--- src/hdl/div_pkg.sv ---
// Shared types for the divide unit, with a fixed 32-bit AXI4-Lite register map and full-word writes only
package div_pkg;

    localparam int data_w     = 32;
    localparam int addr_w     = 8;
    localparam int dividend_w = 32;
    localparam int divisor_w  = 16;
    localparam int p_w        = 64;

    // Register map, word aligned
    localparam logic [addr_w-1:0] reg_dividend = 8'h00;
    localparam logic [addr_w-1:0] reg_divisor  = 8'h04;
    localparam logic [addr_w-1:0] reg_ctrl     = 8'h08;
    localparam logic [addr_w-1:0] reg_status   = 8'h0C;
    localparam logic [addr_w-1:0] reg_result   = 8'h10;

    typedef enum logic [1:0] {
        idle,
        iterate,
        restore,
        fix_sign
    } div_state_e;

    // AXI response encoding
    typedef enum logic [1:0] {
        okay   = 2'b00,
        slverr = 2'b10
    } axi_resp_e;

    typedef struct packed {
        logic [dividend_w-1:0] dividend;
        logic [divisor_w-1:0]  divisor;
        logic                  byte_mode;
        logic                  signed_mode;
    } div_cmd_t;

    typedef struct packed {
        logic [p_w-1:0]        p_init;
        logic [dividend_w-1:0] d_shift;
        logic                  fault;
        logic                  quotient_negative;
        logic                  dividend_negative;
        logic [3:0]            index_init;
    } div_setup_t;

    // Quotient sits in the low half of reg_result
    typedef struct packed {
        logic [divisor_w-1:0] remainder;
        logic [divisor_w-1:0] quotient;
    } div_result_t;

    typedef struct packed {
        logic [addr_w-1:0] addr;
        logic [2:0]        prot;
    } axil_aw_t;

    typedef struct packed {
        logic [addr_w-1:0] addr;
        logic [2:0]        prot;
    } axil_ar_t;

    typedef struct packed {
        logic [data_w-1:0]   data;
        logic [data_w/8-1:0] strb;
    } axil_w_t;

    typedef struct packed {
        logic [data_w-1:0] data;
        axi_resp_e         resp;
    } axil_r_t;

    typedef struct packed {
        axi_resp_e resp;
    } axil_b_t;

endpackage

--- src/hdl/div_axil_regs.sv ---
// AXI4-Lite slave with one write and one read in flight, wstrb and prot are ignored
module div_axil_regs (
    input  logic                 clk,
    input  logic                 reset,
    input  div_pkg::axil_aw_t    aw,
    input  logic                 awvalid,
    output logic                 awready,
    input  div_pkg::axil_w_t     w,
    input  logic                 wvalid,
    output logic                 wready,
    output div_pkg::axil_b_t     b,
    output logic                 bvalid,
    input  logic                 bready,
    input  div_pkg::axil_ar_t    ar,
    input  logic                 arvalid,
    output logic                 arready,
    output div_pkg::axil_r_t     r,
    output logic                 rvalid,
    input  logic                 rready,
    output div_pkg::div_cmd_t    cmd,
    output logic                 start,
    input  logic                 busy,
    input  logic                 complete,
    input  logic                 div_error,
    input  div_pkg::div_result_t result
);
    import div_pkg::*;

    logic              aw_hs;
    logic              w_hs;
    logic              ar_hs;
    logic              aw_held;
    logic              w_held;
    logic [addr_w-1:0] aw_addr_q;
    logic [data_w-1:0] w_data_q;
    logic [addr_w-1:0] wr_addr;
    logic [data_w-1:0] wr_data;
    logic              do_write;
    logic              wr_ok;
    logic              launch;
    axi_resp_e         wr_resp;
    logic [data_w-1:0] rd_data;
    axi_resp_e         rd_resp;
    logic              done_q;
    logic              error_q;
    div_result_t       result_q;

    assign aw_hs = awvalid && awready;
    assign w_hs  = wvalid && wready;
    assign ar_hs = arvalid && arready;

    // Address and data may come in either order, the write fires once both are in
    assign wr_addr  = aw_held ? aw_addr_q : aw.addr;
    assign wr_data  = w_held ? w_data_q : w.data;
    assign do_write = (aw_hs || aw_held) && (w_hs || w_held);

    always_comb begin
        wr_resp = okay;
        case (wr_addr)
            reg_dividend, reg_divisor, reg_ctrl: begin
                if (busy) begin
                    wr_resp = slverr;
                end
            end
            // Read-only registers ignore writes
            reg_status, reg_result: ;
            default: wr_resp = slverr;
        endcase
    end

    assign wr_ok  = do_write && (wr_resp == okay);
    assign launch = wr_ok && (wr_addr == reg_ctrl) && wr_data[0];

    always_comb begin
        rd_data = '0;
        rd_resp = okay;
        case (ar.addr)
            reg_dividend: rd_data = cmd.dividend;
            reg_divisor:  rd_data = {{(data_w - divisor_w){1'b0}}, cmd.divisor};
            reg_ctrl:     rd_data = {29'b0, cmd.signed_mode, cmd.byte_mode, 1'b0};
            reg_status:   rd_data = {29'b0, error_q, done_q, busy};
            reg_result:   rd_data = result_q;
            default:      rd_resp = slverr;
        endcase
    end

    always_ff @(posedge clk or posedge reset) begin
        if (reset) begin
            awready <= 1'b0;
            wready  <= 1'b0;
            aw_held <= 1'b0;
            w_held  <= 1'b0;
            bvalid  <= 1'b0;
            arready <= 1'b0;
            rvalid  <= 1'b0;
            start   <= 1'b0;
            done_q  <= 1'b0;
            error_q <= 1'b0;
        end else begin
            // One-cycle ready pulses, held off while a response waits
            awready <= awvalid && !awready && !aw_held && !bvalid;
            wready  <= wvalid && !wready && !w_held && !bvalid;
            arready <= arvalid && !arready && !rvalid;

            if (aw_hs) begin
                aw_held <= 1'b1;
            end
            if (w_hs) begin
                w_held <= 1'b1;
            end
            if (do_write) begin
                aw_held <= 1'b0;
                w_held  <= 1'b0;
                bvalid  <= 1'b1;
            end else if (bvalid && bready) begin
                bvalid <= 1'b0;
            end

            if (ar_hs) begin
                rvalid <= 1'b1;
            end else if (rvalid && rready) begin
                rvalid <= 1'b0;
            end

            start <= launch;
            // Done is sticky until the next launch
            if (launch) begin
                done_q  <= 1'b0;
                error_q <= 1'b0;
            end else if (complete) begin
                done_q  <= 1'b1;
                error_q <= div_error;
            end
        end
    end

    always_ff @(posedge clk) begin
        if (aw_hs) begin
            aw_addr_q <= aw.addr;
        end
        if (w_hs) begin
            w_data_q <= w.data;
        end
        if (do_write) begin
            b.resp <= wr_resp;
        end
        if (wr_ok) begin
            case (wr_addr)
                reg_dividend: cmd.dividend <= wr_data;
                reg_divisor:  cmd.divisor  <= wr_data[divisor_w-1:0];
                reg_ctrl: begin
                    cmd.byte_mode   <= wr_data[1];
                    cmd.signed_mode <= wr_data[2];
                end
                default: ;
            endcase
        end
        if (complete) begin
            result_q <= result;
        end
        if (ar_hs) begin
            r.data <= rd_data;
            r.resp <= rd_resp;
        end
    end

    b_held_until_ready: assert property (@(posedge clk) disable iff (reset)
        (bvalid && !bready) |=> (bvalid && $stable(b)))
        else $error("write response dropped or changed before bready");

    r_held_until_ready: assert property (@(posedge clk) disable iff (reset)
        (rvalid && !rready) |=> (rvalid && $stable(r)))
        else $error("read data dropped or changed before rready");

endmodule

--- src/hdl/div_operand_prep.sv ---
// Purely combinational, cmd must stay stable while the divider samples setup in the start cycle
module div_operand_prep (
    input  div_pkg::div_cmd_t   cmd,
    output div_pkg::div_setup_t setup
);
    import div_pkg::*;

    logic [dividend_w-1:0] dvd_val;
    logic [dividend_w-1:0] dvd_mag;
    logic [divisor_w-1:0]  dsr_val;
    logic [divisor_w-1:0]  dsr_mag;
    logic                  dvd_neg;
    logic                  dsr_neg;
    logic                  signs_differ;
    logic [4:0]            lim_shift;
    logic [dividend_w:0]   bound;
    logic                  over_range;

    // Extend the active operand bits to full width
    always_comb begin
        if (cmd.byte_mode) begin
            if (cmd.signed_mode) begin
                dvd_val = {{16{cmd.dividend[15]}}, cmd.dividend[15:0]};
                dsr_val = {{8{cmd.divisor[7]}}, cmd.divisor[7:0]};
            end else begin
                dvd_val = {16'b0, cmd.dividend[15:0]};
                dsr_val = {8'b0, cmd.divisor[7:0]};
            end
        end else begin
            dvd_val = cmd.dividend;
            dsr_val = cmd.divisor;
        end
    end

    assign dvd_neg      = cmd.signed_mode && dvd_val[dividend_w-1];
    assign dsr_neg      = cmd.signed_mode && dsr_val[divisor_w-1];
    assign signs_differ = dvd_neg ^ dsr_neg;

    // Magnitudes, the most negative value maps to its unsigned twin
    assign dvd_mag = dvd_neg ? -dvd_val : dvd_val;
    assign dsr_mag = dsr_neg ? -dsr_val : dsr_val;

    // Quotient overflows when dividend >= (limit + 1) * divisor
    always_comb begin
        if (cmd.byte_mode) begin
            lim_shift = cmd.signed_mode ? 5'd7 : 5'd8;
        end else begin
            lim_shift = cmd.signed_mode ? 5'd15 : 5'd16;
        end
    end

    always_comb begin
        bound = {{(dividend_w + 1 - divisor_w){1'b0}}, dsr_mag} << lim_shift;
        // Differing signs allow one more step, down to -2^(n-1)
        if (signs_differ) begin
            bound = bound + {{(dividend_w + 1 - divisor_w){1'b0}}, dsr_mag};
        end
    end

    assign over_range = {1'b0, dvd_mag} >= bound;

    always_comb begin
        setup.p_init = {{(p_w - dividend_w){1'b0}}, dvd_mag};
        if (cmd.byte_mode) begin
            setup.d_shift    = {16'b0, dsr_mag[7:0], 8'b0};
            setup.index_init = 4'd7;
        end else begin
            setup.d_shift    = {dsr_mag, 16'b0};
            setup.index_init = 4'd15;
        end
        setup.fault             = (dsr_mag == '0) || over_range;
        setup.quotient_negative = signs_differ;
        setup.dividend_negative = dvd_neg;
    end

endmodule

--- src/hdl/div_unit_top.sv ---
// Divide unit on AXI4-Lite, poll the status register for done since latency depends on mode
module div_unit_top (
    input  logic              clk,
    input  logic              reset,
    input  div_pkg::axil_aw_t aw,
    input  logic              awvalid,
    output logic              awready,
    input  div_pkg::axil_w_t  w,
    input  logic              wvalid,
    output logic              wready,
    output div_pkg::axil_b_t  b,
    output logic              bvalid,
    input  logic              bready,
    input  div_pkg::axil_ar_t ar,
    input  logic              arvalid,
    output logic              arready,
    output div_pkg::axil_r_t  r,
    output logic              rvalid,
    input  logic              rready
);
    import div_pkg::*;

    div_cmd_t    cmd;
    div_setup_t  setup;
    div_result_t result;
    logic        start;
    logic        busy;
    logic        complete;
    logic        div_error;

    div_axil_regs u_regs (
        .clk       (clk),
        .reset     (reset),
        .aw        (aw),
        .awvalid   (awvalid),
        .awready   (awready),
        .w         (w),
        .wvalid    (wvalid),
        .wready    (wready),
        .b         (b),
        .bvalid    (bvalid),
        .bready    (bready),
        .ar        (ar),
        .arvalid   (arvalid),
        .arready   (arready),
        .r         (r),
        .rvalid    (rvalid),
        .rready    (rready),
        .cmd       (cmd),
        .start     (start),
        .busy      (busy),
        .complete  (complete),
        .div_error (div_error),
        .result    (result)
    );

    div_operand_prep u_prep (
        .cmd   (cmd),
        .setup (setup)
    );

    nonrestoring_divider u_divider (
        .clk       (clk),
        .reset     (reset),
        .start     (start),
        .cmd       (cmd),
        .setup     (setup),
        .busy      (busy),
        .complete  (complete),
        .div_error (div_error),
        .result    (result)
    );

endmodule

--- src/hdl/nonrestoring_divider.sv ---
// One division at a time, start is ignored unless idle and result is only valid while complete is high
module nonrestoring_divider (
    input  logic                 clk,
    input  logic                 reset,
    input  logic                 start,
    input  div_pkg::div_cmd_t    cmd,
    input  div_pkg::div_setup_t  setup,
    output logic                 busy,
    output logic                 complete,
    output logic                 div_error,
    output div_pkg::div_result_t result
);
    import div_pkg::*;

    div_state_e state;
    div_state_e state_next;

    logic [p_w-1:0]        p;
    logic [dividend_w-1:0] d;
    logic [divisor_w-1:0]  q;
    logic [3:0]            idx;
    logic                  byte_mode;
    logic                  signed_mode;
    logic                  q_neg;
    logic                  r_neg;

    logic [divisor_w-1:0]  q_raw;
    logic [divisor_w-1:0]  q_restored;
    logic [p_w-1:0]        p_fixed;
    logic [divisor_w-1:0]  rem_mag;
    logic [divisor_w-1:0]  q_signed;
    logic [divisor_w-1:0]  rem_signed;

    logic                  zero_divisor;
    logic                  unsigned_over;

    always_comb begin
        state_next = state;
        case (state)
            idle: begin
                if (start && !setup.fault) begin
                    state_next = iterate;
                end
            end
            iterate: begin
                if (idx == 4'd0) begin
                    state_next = restore;
                end
            end
            restore:  state_next = signed_mode ? fix_sign : idle;
            fix_sign: state_next = idle;
            default:  state_next = idle;
        endcase
    end

    always_ff @(posedge clk or posedge reset) begin
        if (reset) begin
            state <= idle;
        end else begin
            state <= state_next;
        end
    end

    // Datapath loads in the start cycle and then runs on its own registers
    always_ff @(posedge clk) begin
        case (state)
            idle: begin
                if (start) begin
                    p           <= setup.p_init;
                    d           <= setup.d_shift;
                    q           <= '0;
                    idx         <= setup.index_init;
                    byte_mode   <= cmd.byte_mode;
                    signed_mode <= cmd.signed_mode;
                    q_neg       <= setup.quotient_negative;
                    r_neg       <= setup.dividend_negative;
                end
            end
            iterate: begin
                // Digit is +1 on a non-negative remainder and -1 otherwise
                if (!p[p_w-1]) begin
                    q[idx] <= 1'b1;
                    p      <= (p << 1) - {{(p_w - dividend_w){1'b0}}, d};
                end else begin
                    p      <= (p << 1) + {{(p_w - dividend_w){1'b0}}, d};
                end
                idx <= idx - 4'd1;
            end
            restore: q <= q_restored;
            default: ;
        endcase
    end

    // Convert the +1/-1 digit string to binary and take one off if the remainder ended negative
    assign q_raw      = q - ~q - {{(divisor_w - 1){1'b0}}, p[p_w-1]};
    assign q_restored = byte_mode ? {8'b0, q_raw[7:0]} : q_raw;
    assign p_fixed    = p[p_w-1] ? p + {{(p_w - dividend_w){1'b0}}, d} : p;
    assign rem_mag    = byte_mode ? {8'b0, p_fixed[15:8]} : p_fixed[31:16];

    // Negating the zero-extended byte remainder also sign extends it
    assign q_signed   = q_neg ? -q : q;
    assign rem_signed = r_neg ? -rem_mag : rem_mag;

    assign busy      = start || (state != idle);
    assign div_error = (state == idle) && start && setup.fault;
    assign complete  = div_error
                     || ((state == restore) && !signed_mode)
                     || (state == fix_sign);

    always_comb begin
        case (state)
            restore: begin
                result.quotient  = q_restored;
                result.remainder = rem_mag;
            end
            fix_sign: begin
                result.quotient  = byte_mode ? {8'b0, q_signed[7:0]} : q_signed;
                result.remainder = rem_signed;
            end
            default:  result = '0;
        endcase
    end

    // Unsigned overflow is the classic test of the dividend's high half against the divisor
    assign zero_divisor  = cmd.byte_mode ? (cmd.divisor[7:0] == '0) : (cmd.divisor == '0);
    assign unsigned_over = cmd.byte_mode ? (cmd.dividend[15:8] >= cmd.divisor[7:0])
                                         : (cmd.dividend[31:16] >= cmd.divisor);

    // A division ends 9, 10, 17 or 18 cycles after its start cycle
    complete_needs_start: assert property (@(posedge clk) disable iff (reset)
        (complete && !div_error) |->
            ($past(start, 9) || $past(start, 10) || $past(start, 17) || $past(start, 18)))
        else $error("complete raised in %s without a matching start", state.name());

    fault_stays_idle: assert property (@(posedge clk) disable iff (reset)
        (state == idle && start && (zero_divisor || (!cmd.signed_mode && unsigned_over)))
        |=> state == idle)
        else $error("faulted start moved the divider to %s", state.name());

    no_start_when_busy: assert property (@(posedge clk) disable iff (reset)
        start |-> state == idle)
        else $error("start arrived while the divider was in %s", state.name());

endmodule

--- config.mk ---
export PLATFORM = sky130hd
export DESIGN_NAME = div_unit_top
export DESIGN_NICKNAME = d
export VERILOG_FILES = /design/src/hdl/div_pkg.sv /design/src/hdl/div_axil_regs.sv /design/src/hdl/div_operand_prep.sv /design/src/hdl/div_unit_top.sv /design/src/hdl/nonrestoring_divider.sv
export SDC_FILE = /design/constraint.sdc
export NUM_CORES = 1
export LEC_CHECK = 0
export ABC_AREA = 1
export BUFFER_PORTS_ARGS = -buffer_cell sky130_fd_sc_hd__buf_2
export CORE_MARGIN = 2
export CORE_UTILIZATION = 55
export DETAILED_ROUTE_END_ITERATION = 16
export GPL_ROUTABILITY_DRIVEN = 1
export GPL_TIMING_DRIVEN = 0
export PLACE_DENSITY = 0.83
export REMOVE_ABC_BUFFERS = 1
export SKIP_CTS_REPAIR_TIMING = 1
export SYNTH_ARGS = -nofsm -noshare
export SYNTH_HDL_FRONTEND = slang
export SYNTH_HIERARCHICAL = 1
export SYNTH_SLANG_ARGS = --single-unit
--- constraint.sdc ---
create_clock -name clk -period 10 [get_ports clk]
set_input_delay 1 -clock clk [delete_from_list [all_inputs] [get_ports clk]]
set_output_delay 1 -clock clk [all_outputs]
set_load 0.01 [all_outputs]
# [After elaboration in Yosys (flattened, before gate mapping)]
# Cells that the tools add are included.
[op_classes] n_addsub=11 magnitude_cmp=3 eq_ne=15 shifts=1 muxes=50 bitwise_logic=3 n_reduce_logical=63
[ops] cell="$mux 16" count=10
[ops] cell="$mux 32" count=5
[ops] cell="$pmux 32 s5" count=1
[ops] cell="$mux 64" count=2
[ops] cell="$pmux 64 s2" count=1
[ops] cell="$add 64x32->64" count=1
[ops] cell="$pmux 32 s2" count=1
[ops] cell="$sub 64x32->64" count=1
[ops] cell="$neg 16->16" count=3
[ops] cell="$pmux 16 s3" count=1
[ops] cell="$add 33x16->33" count=1
[ops] cell="$ge 32x33->1" count=1
[ops] cell="$mux 33" count=1
[ops] cell="$shl 16x5->33" count=1
[ops] cell="$add 32x32->32" count=1
[ops] cell="$eq 8x4->1 const B" count=4
[ops] cell="$neg 32->32" count=1
[ops] cell="$logic_and 1x1->1" count=24
[ops] cell="$eq 8x3->1 const B" count=2
[ops] cell="$eq 8x5->1 const B" count=2
[ops] cell="$logic_not 16->1" count=1
[ops] cell="$logic_not 8->1" count=2
[ops] cell="$not 16->16" count=1
[ops] cell="$or 16x16->16" count=1
[ops] cell="30 further kinds" count=77
[word_totals] regBits=290 out_inout_bits=41 wordCells=178

# [Longest topological paths before layout]
# Gate-level depths: netlist (run 1).
[depth] ltp_word=14 depth_mapped=47

# [Hierarchy]
# The synthesis (run 1) kept the hierarchy.
[modules_own_cells] mod="nonrestoring_divider" n_inst=1 cells_each=2532 area_per_inst_um2=15210.8 seq_area_each_um2=3653.5
[modules_own_cells] mod="div_axil_regs" n_inst=1 cells_each=414 area_per_inst_um2=6492.5 seq_area_each_um2=4934.7
[modules_own_cells] mod="div_operand_prep" n_inst=1 cells_each=875 area_per_inst_um2=4631.9 seq_area_each_um2=0.0

# [Worst setup path after synthesis (run 1)]
# No wires, ideal clock.
[synth_path] path_kind="register to register" start="register u_divider.state[1]" end="register u_divider.q[0] (enable)" setup_ns=0.395 arrival_time_ns=6.763 setup_slack_ns=2.842 path_stages_with_launch=7 path_buffers=0 path_cell_list="dfrtp_1 inv_1 ha_1 clkinv_1 o21ai_0 a21oi_1 a21oi_1"
[synth_between] elab_chain_cells=3
[synth_rtl] item="start: declaration" line="nonrestoring_divider.sv:15" rtl="div_state_e state;"
[synth_rtl] item="start signal: assignment" line="nonrestoring_divider.sv:58" rtl="state <= idle;"
[synth_rtl] item="start signal: assignment" line="nonrestoring_divider.sv:60" rtl="state <= state_next;"
[synth_rtl] item="$eq 2x1->1, or another cell as far along" line="nonrestoring_divider.sv:66" rtl="case (state)"
[synth_rtl] item="$ne 2x2->1 (no line) / $reduce_bool 3->1 (equally long branches)"
[synth_rtl] item="$reduce_and 3->1 (no line) (*)"
[synth_rtl] item="end signal: assignment" line="nonrestoring_divider.sv:89" rtl="restore: q <= q_restored;"
[synth_rtl] item="end: declaration" line="nonrestoring_divider.sv:20" rtl="logic [divisor_w-1:0] q;"
# Every way passes the cells marked *; elsewhere a longest branch is shown, timed or not.
# A chain may end at the register's enable or synchronous reset.

==> run metrics, run 1 <==
layout cells sized above 1 8.30%; crit share post-route 91.1%; deepest clock path buffer count 3; most frequent cells in the layout nand2_1 (1049), inv_1 (544), nor2_1 (476); area leader, netlist edfxtp_1; Worst Max-Slew Pin Slew 1470 ps; Worst Path Arrival 9390 ps; FF/Latch Area 8590 um^2; Area Overhead vs Synth 7.59%; Num CTS Buffers 35; DRT Wirelength 84500 um; Final ANT Viol Nets 0; core area 47500 um^2; cell repeated most along the worst path nand2_1; number of port buffers 93; most common cell after layout, fill and taps aside nand2_1; Post-synth EDFFs 276; WL/cell 18.8 um; multi-input logic area 15000 um^2; flops & latches, synth 288; max_cap viols 0; DP Wirelength 65900 um; Reg clk slew, reported paths 60 ps; DR pass1 iterations 8; number of fill cells 4249; power consumption 7.12 mW; initial core utilization 55.4%; YS warnings 6; # nets final 4089; via count 26000; status completed; via count of the first global-routing pass 23800; ys async rst share 4.17%; Max Freq 110 MHz; cell area after synthesis 26300 um^2; static leakage 13.2 nW; ys flop type edfxtp_1; max incr delay on CP 1330 ps; mean area per synthesized cell 6.89 um^2; Slew headroom 2.01%; worst reg2reg setup slack 890 ps; first-pass GRT wire length 129000 um; GRT Overall Usage 33.4%; Final setup violation count 0; Setup crit end kind flop; Iter 0 DRT Violations 3388; Slowest cell on crit path edfxtp_1; FP Rows 80; worst skew pair latency 580 ps; worst vdd ir 0.207 mV; Final GP Congestion 1.07; smallest hold slack 334 ps; CTS root buf clkbuf_16; Worst Path Required 10280 ps; Final Hold Violating Endpoints 0; max-slew violation count 0; Worst Path Max Fanout 38; H-Tree Depth 2; Top Family by Delay on Critical Path simple AND/OR/NAND/NOR gates; CTS sink cnt 288; Die X 223 um; Layout Skew 32.4 ps; Die Area 49600 um^2; io pins 106; Synth area leaders edfxtp_1 (31%), nand2_1 (15%), inv_1 (7.8%); Vias/cell 5.77; Die Ht 223 um; grt ovf 0; critical path class reg -> reg; number of distinct library cells after synthesis 69; CP startpoint kind flop; register area share after synthesis 32.6%; post-synth top area share 31.5%; pin count of the biggest net entering global routing 74; WP buf/inv 6; Remaining DRCs 0; minimum clock period 9110 ps; unrepaired setup endpoints after global routing no; hold crit path type in -> async; Pwr per Cell Area 251 nW/um^2; Post-Syn Instances 3821; CTS tree done; initial antenna violation count 2
[final timing paths]
| path | start | cells past startpoint | to |
|---|---|---|---|
| max in group asynchronous | reset | 2 | u_regs/w_held |
| min in group clk | u_regs/awready | 1 | u_regs/awready |
| worst min register to register | u_regs/awready | 1 | u_regs/awready |
| worst min-delay path | reset | 2 | u_divider/state[1] |
| worst max-delay path | u_regs/cmd[0] | 40 | u_regs/result_q[13] |
| worst max register to register | u_regs/cmd[0] | 40 | u_regs/result_q[13] |
[kinds of logic after synthesis]
group / share of synthesized area [%]
buf+inv: 11.2
flops: 32.6
compound gates: 11.9
other cells: 0.0428
fa+ha+maj: 7.54
xor+xnor: 3.15
simple gates: 32.1
mux: 1.40
[flip-flops by register name (all words and copies together), names as in the netlist, 2 cells and up]
signal	count
u_regs/aw_addr_q	8
u_divider/state	2
u_regs/w_data_q	32
u_regs/cmd	50
u_divider/d	32
u_regs/result_q	32
u_divider/idx	4
u_regs/r	33
u_divider/p	64
u_divider/q	16
[cells in the mapped netlist (all sizes together), types with 9 or more instances]
master / count
mux2: 31
a21o: 20
o21a: 12
xor2: 68
ha: 154
edfxtp: 276
or2: 21
nand3: 241
inv: 556
o211ai: 9
nand2: 1085
a21oi: 191
dfrtp: 12
clkbuf: 43
buf: 99
nor4: 23
a22o: 18
a31oi: 29
nor3: 54
nand4: 50
nor2: 501
o21ai: 232
xnor2: 26
o21bai: 16
[report_power, final]
group	total, mW	leakage, nW	internal, mW	switching, mW
registers	2.15	2.72	1.78	0.369
logic	3.74	9.94	1.16	2.57
clock network	1.23	0.527	0.681	0.552
[worst register-to-register path, delay by kind of cell (launching register included)]
family / cells / cell delay [ps]
simple gates: 24 / 2690
fa+ha+maj: 3 / 1510
buf+inv: 6 / 1460
flops: 1 / 1330
compound gates: 7 / 1840
[layer usage]
metal	share of wire (%)	GRT usage [%]
met5	0.015	0
met4	6.5	18.1
met3	11	6.31
met2	44	52.9
met1	39	43.2
[area by class of cell]
type | instances | area share, %
Antenna cell | 1 | 0.00883
Tap cell | 615 | 2.72
Inverter | 562 | 7.47
Clock buffer | 39 | 3.14
Clock inverter | 23 | 0.707
Sequential cell | 288 | 30.3
Timing Repair Buffer | 109 | 2.77
Multi-Input combinational cell | 2871 | 52.9
[metrics by stage]
stage	cell area [um^2]	util, %	TNS, ps	cells	worst slack [ps]
3_3_place_gp	26900	56.5	-494740	4429	-6870
5_1_grt	28300	59.6	0	4507	369
2_1_floorplan	25600	-	-4160	3721	-260
6_report	28300	59.6	0	4508	891
4_1_cts	28300	59.5	0	4506	1140
3_5_place_dp	27200	57.2	0	4444	1200
(Power assumes the default switching activity.)
==> run 2, diff against run 1 <==
--- a/config.mk
+++ b/config.mk
@@ -5,7 +5,6 @@
 export SDC_FILE = /design/constraint.sdc
 export NUM_CORES = 1
 export LEC_CHECK = 0
-export ABC_AREA = 1
 export BUFFER_PORTS_ARGS = -buffer_cell sky130_fd_sc_hd__buf_2
 export CORE_MARGIN = 2
 export CORE_UTILIZATION = 55
==> run metrics, run 2 <==
via count of the first global-routing pass 20500; Die X 213 um; crit share post-route 93.9%; Reg clk slew, reported paths 70 ps; max-slew violation count 0; DRT Wirelength 75100 um; layout cells sized above 1 11.2%; clock network power share 22.8%; Remaining DRCs 0; Worst Path Max Fanout 34; initial antenna violation count 7; GRT Overall Usage 32.5%; Top Family by Delay on Critical Path simple AND/OR/NAND/NOR gates; via count 21800; Seq pwr share 34.8%; FP Rows 76; Final ANT Viol Nets 0; Final WS setup 612 ps; max_cap viols 0; power consumption 5.86 mW; Max Freq 107 MHz; count leader, synth edfxtp_1; Layout Skew 24.6 ps; CTS tree done; post-synth top area share 34.6%; Worst Path Required 10470 ps; YS warnings 6; Worst Max-Slew Pin Slew 1420 ps; mean area per synthesized cell 9.05 um^2; switching power 2.37 mW; grt ovf 0; deepest clock path buffer count 3; reg2reg path depth 29; H-Tree Depth 1; switching share of power 40.5%; Slew headroom 5.18%; most frequent cells in the layout edfxtp_1 (276), nor2_1 (244), a21oi_1 (229); DR pass1 iterations 7; Final Hold Violating Endpoints 0; Setup crit end kind flop; worst vdd ir 0.218 mV; WL/cell 23.1 um; n_diodes 0; Logic pwr share 42.4%; Post-synth EDFFs 276; CTS sink cnt 288; critical path class reg -> reg; register area share after synthesis 35.8%; fin util 60.0%; first-pass GRT wire length 115000 um; unrepaired setup endpoints after global routing no; Final setup violation count 0; Vias/cell 6.68; core area 43100 um^2; flops & latches, synth 288; Area Overhead vs Synth 7.73%; most common cell after layout, fill and taps aside edfxtp_1; Post-synth top cells edfxtp_1 (276), nor2_1 (246), a21oi_1 (229); Num CTS Buffers 31; CTS root buf clkbuf_16; Reg with most FFs u_divider/p; Die Ht 213 um; hold crit path type in -> async; minimum clock period 9390 ps; static leakage 9.90 nW; area leader, netlist edfxtp_1; worst skew pair latency 610 ps; Pwr per Cell Area 227 nW/um^2; ys async rst share 4.17%; WP buf/inv 3; CP startpoint kind flop; design area 25800 um^2; internal power 3.49 mW; Slowest cell on crit path edfxtp_1; Worst Path Arrival 9850 ps; Synth area leaders edfxtp_1 (35%), ha_1 (8.0%), a21oi_1 (4.8%); Post-Syn Instances 2649; Setup WS pre-CTS 501 ps; status completed; number of fill cells 3574; cell area after synthesis 24000 um^2; ys flop type edfxtp_1; max reg flops 64; # nets final 2870; DP Wirelength 55900 um; initial core utilization 55.7%; Post-DP Area 24600 um^2; io pins 106; pin count of the biggest net entering global routing 55; number of distinct library cells after synthesis 109; Final GP Congestion 0.999; biggest regs u_divider/p: 64 flops, u_regs/cmd: 50 flops, u_regs/r: 33 flops; number of port buffers 93; Die Area 45300 um^2; Setup TNS Final 0 ps; Critical Path Stages 29; max incr delay on CP 850 ps; Iter 0 DRT Violations 3083
-- run 2: changes by cell type in the layout (fill, tap and decap cells not counted), sizes merged, moves of 44 or more --
cell	delta
xnor2	+56
inv	-428
nor2	-254
nand3	-192
a21oi	+44
nand2	-897
-- run 2: worst paths after layout --
path	start	end	slack (ps)
max	u_regs/cmd[1]	u_regs/error_q	610
min reg2reg	u_regs/arready	u_regs/arready	470
min in group clk	u_regs/arready	u_regs/arready	470
max in group asynchronous	reset	u_regs/arready	9170
max reg2reg	u_regs/cmd[1]	u_regs/error_q	610
min	reset	u_divider/state[1]	280
-- run 2: worst register-to-register path: cells and delay by family, from the launching register on --
kind,cells,cell delay [ps]
AOI/OAI and AO/OA,9,1850
buffers and inverters,3,1140
xor gates and xnor gates,1,110
DFF,1,850
muxes,1,290
adders and majority gates,4,1660
and+or+nand+nor,11,3350
-- run 2: kinds of logic after synthesis --
kind of cell	after synthesis	share of synthesized area (%)
AOI/OAI and AO/OA	795	21.6
DFF	288	35.8
buffers and inverters	312	6.11
adders and majority gates	157	8.29
xor gates and xnor gates	139	5.08
and+or+nand+nor	850	18.1
other	3	0.0470
muxes	105	4.88
-- run 2: area by class of cell --
class	instances	area, um^2	area share [%]
clock buffers	32	779	3.02
multi-input cells	2091	14100	54.7
inverters	132	500	1.94
clock inverters	26	404	1.56
repair buffers	103	702	2.72
repair inverters	1	5.00	0.0194
flip-flops and latches	288	8590	33.3
well taps	585	732	2.83
-- run 2: layer usage --
metal  GRT usage (%)  part of all wire [%]  up-vias
met4            14.6                   5.4       14
met3            5.60                    10      291
met5               0                  0.13        -
li1                -                     -     9792
met1            41.7                    39    10300
met2            53.9                    46     1383
-- run 2: metrics by stage --
step,hold slack (ps),instances
floorplan,461,2511
global placement,433,3189
detailed placement,452,3198
CTS,275,3256
global route,284,3258
finish,282,3258
-- run 2: power groups by stage --
stage / Clock [mW] / Sequential [mW] / Combinational (mW)
3_3_place_gp: 0 / 2.08 / 2.27
5_1_grt: 1.38 / 2.06 / 2.70
4_1_cts: 1.34 / 2.02 / 2.42
3_5_place_dp: 0 / 2.04 / 2.39
6_report: 1.34 / 2.04 / 2.48
2_1_floorplan: 0 / 1.98 / 1.72
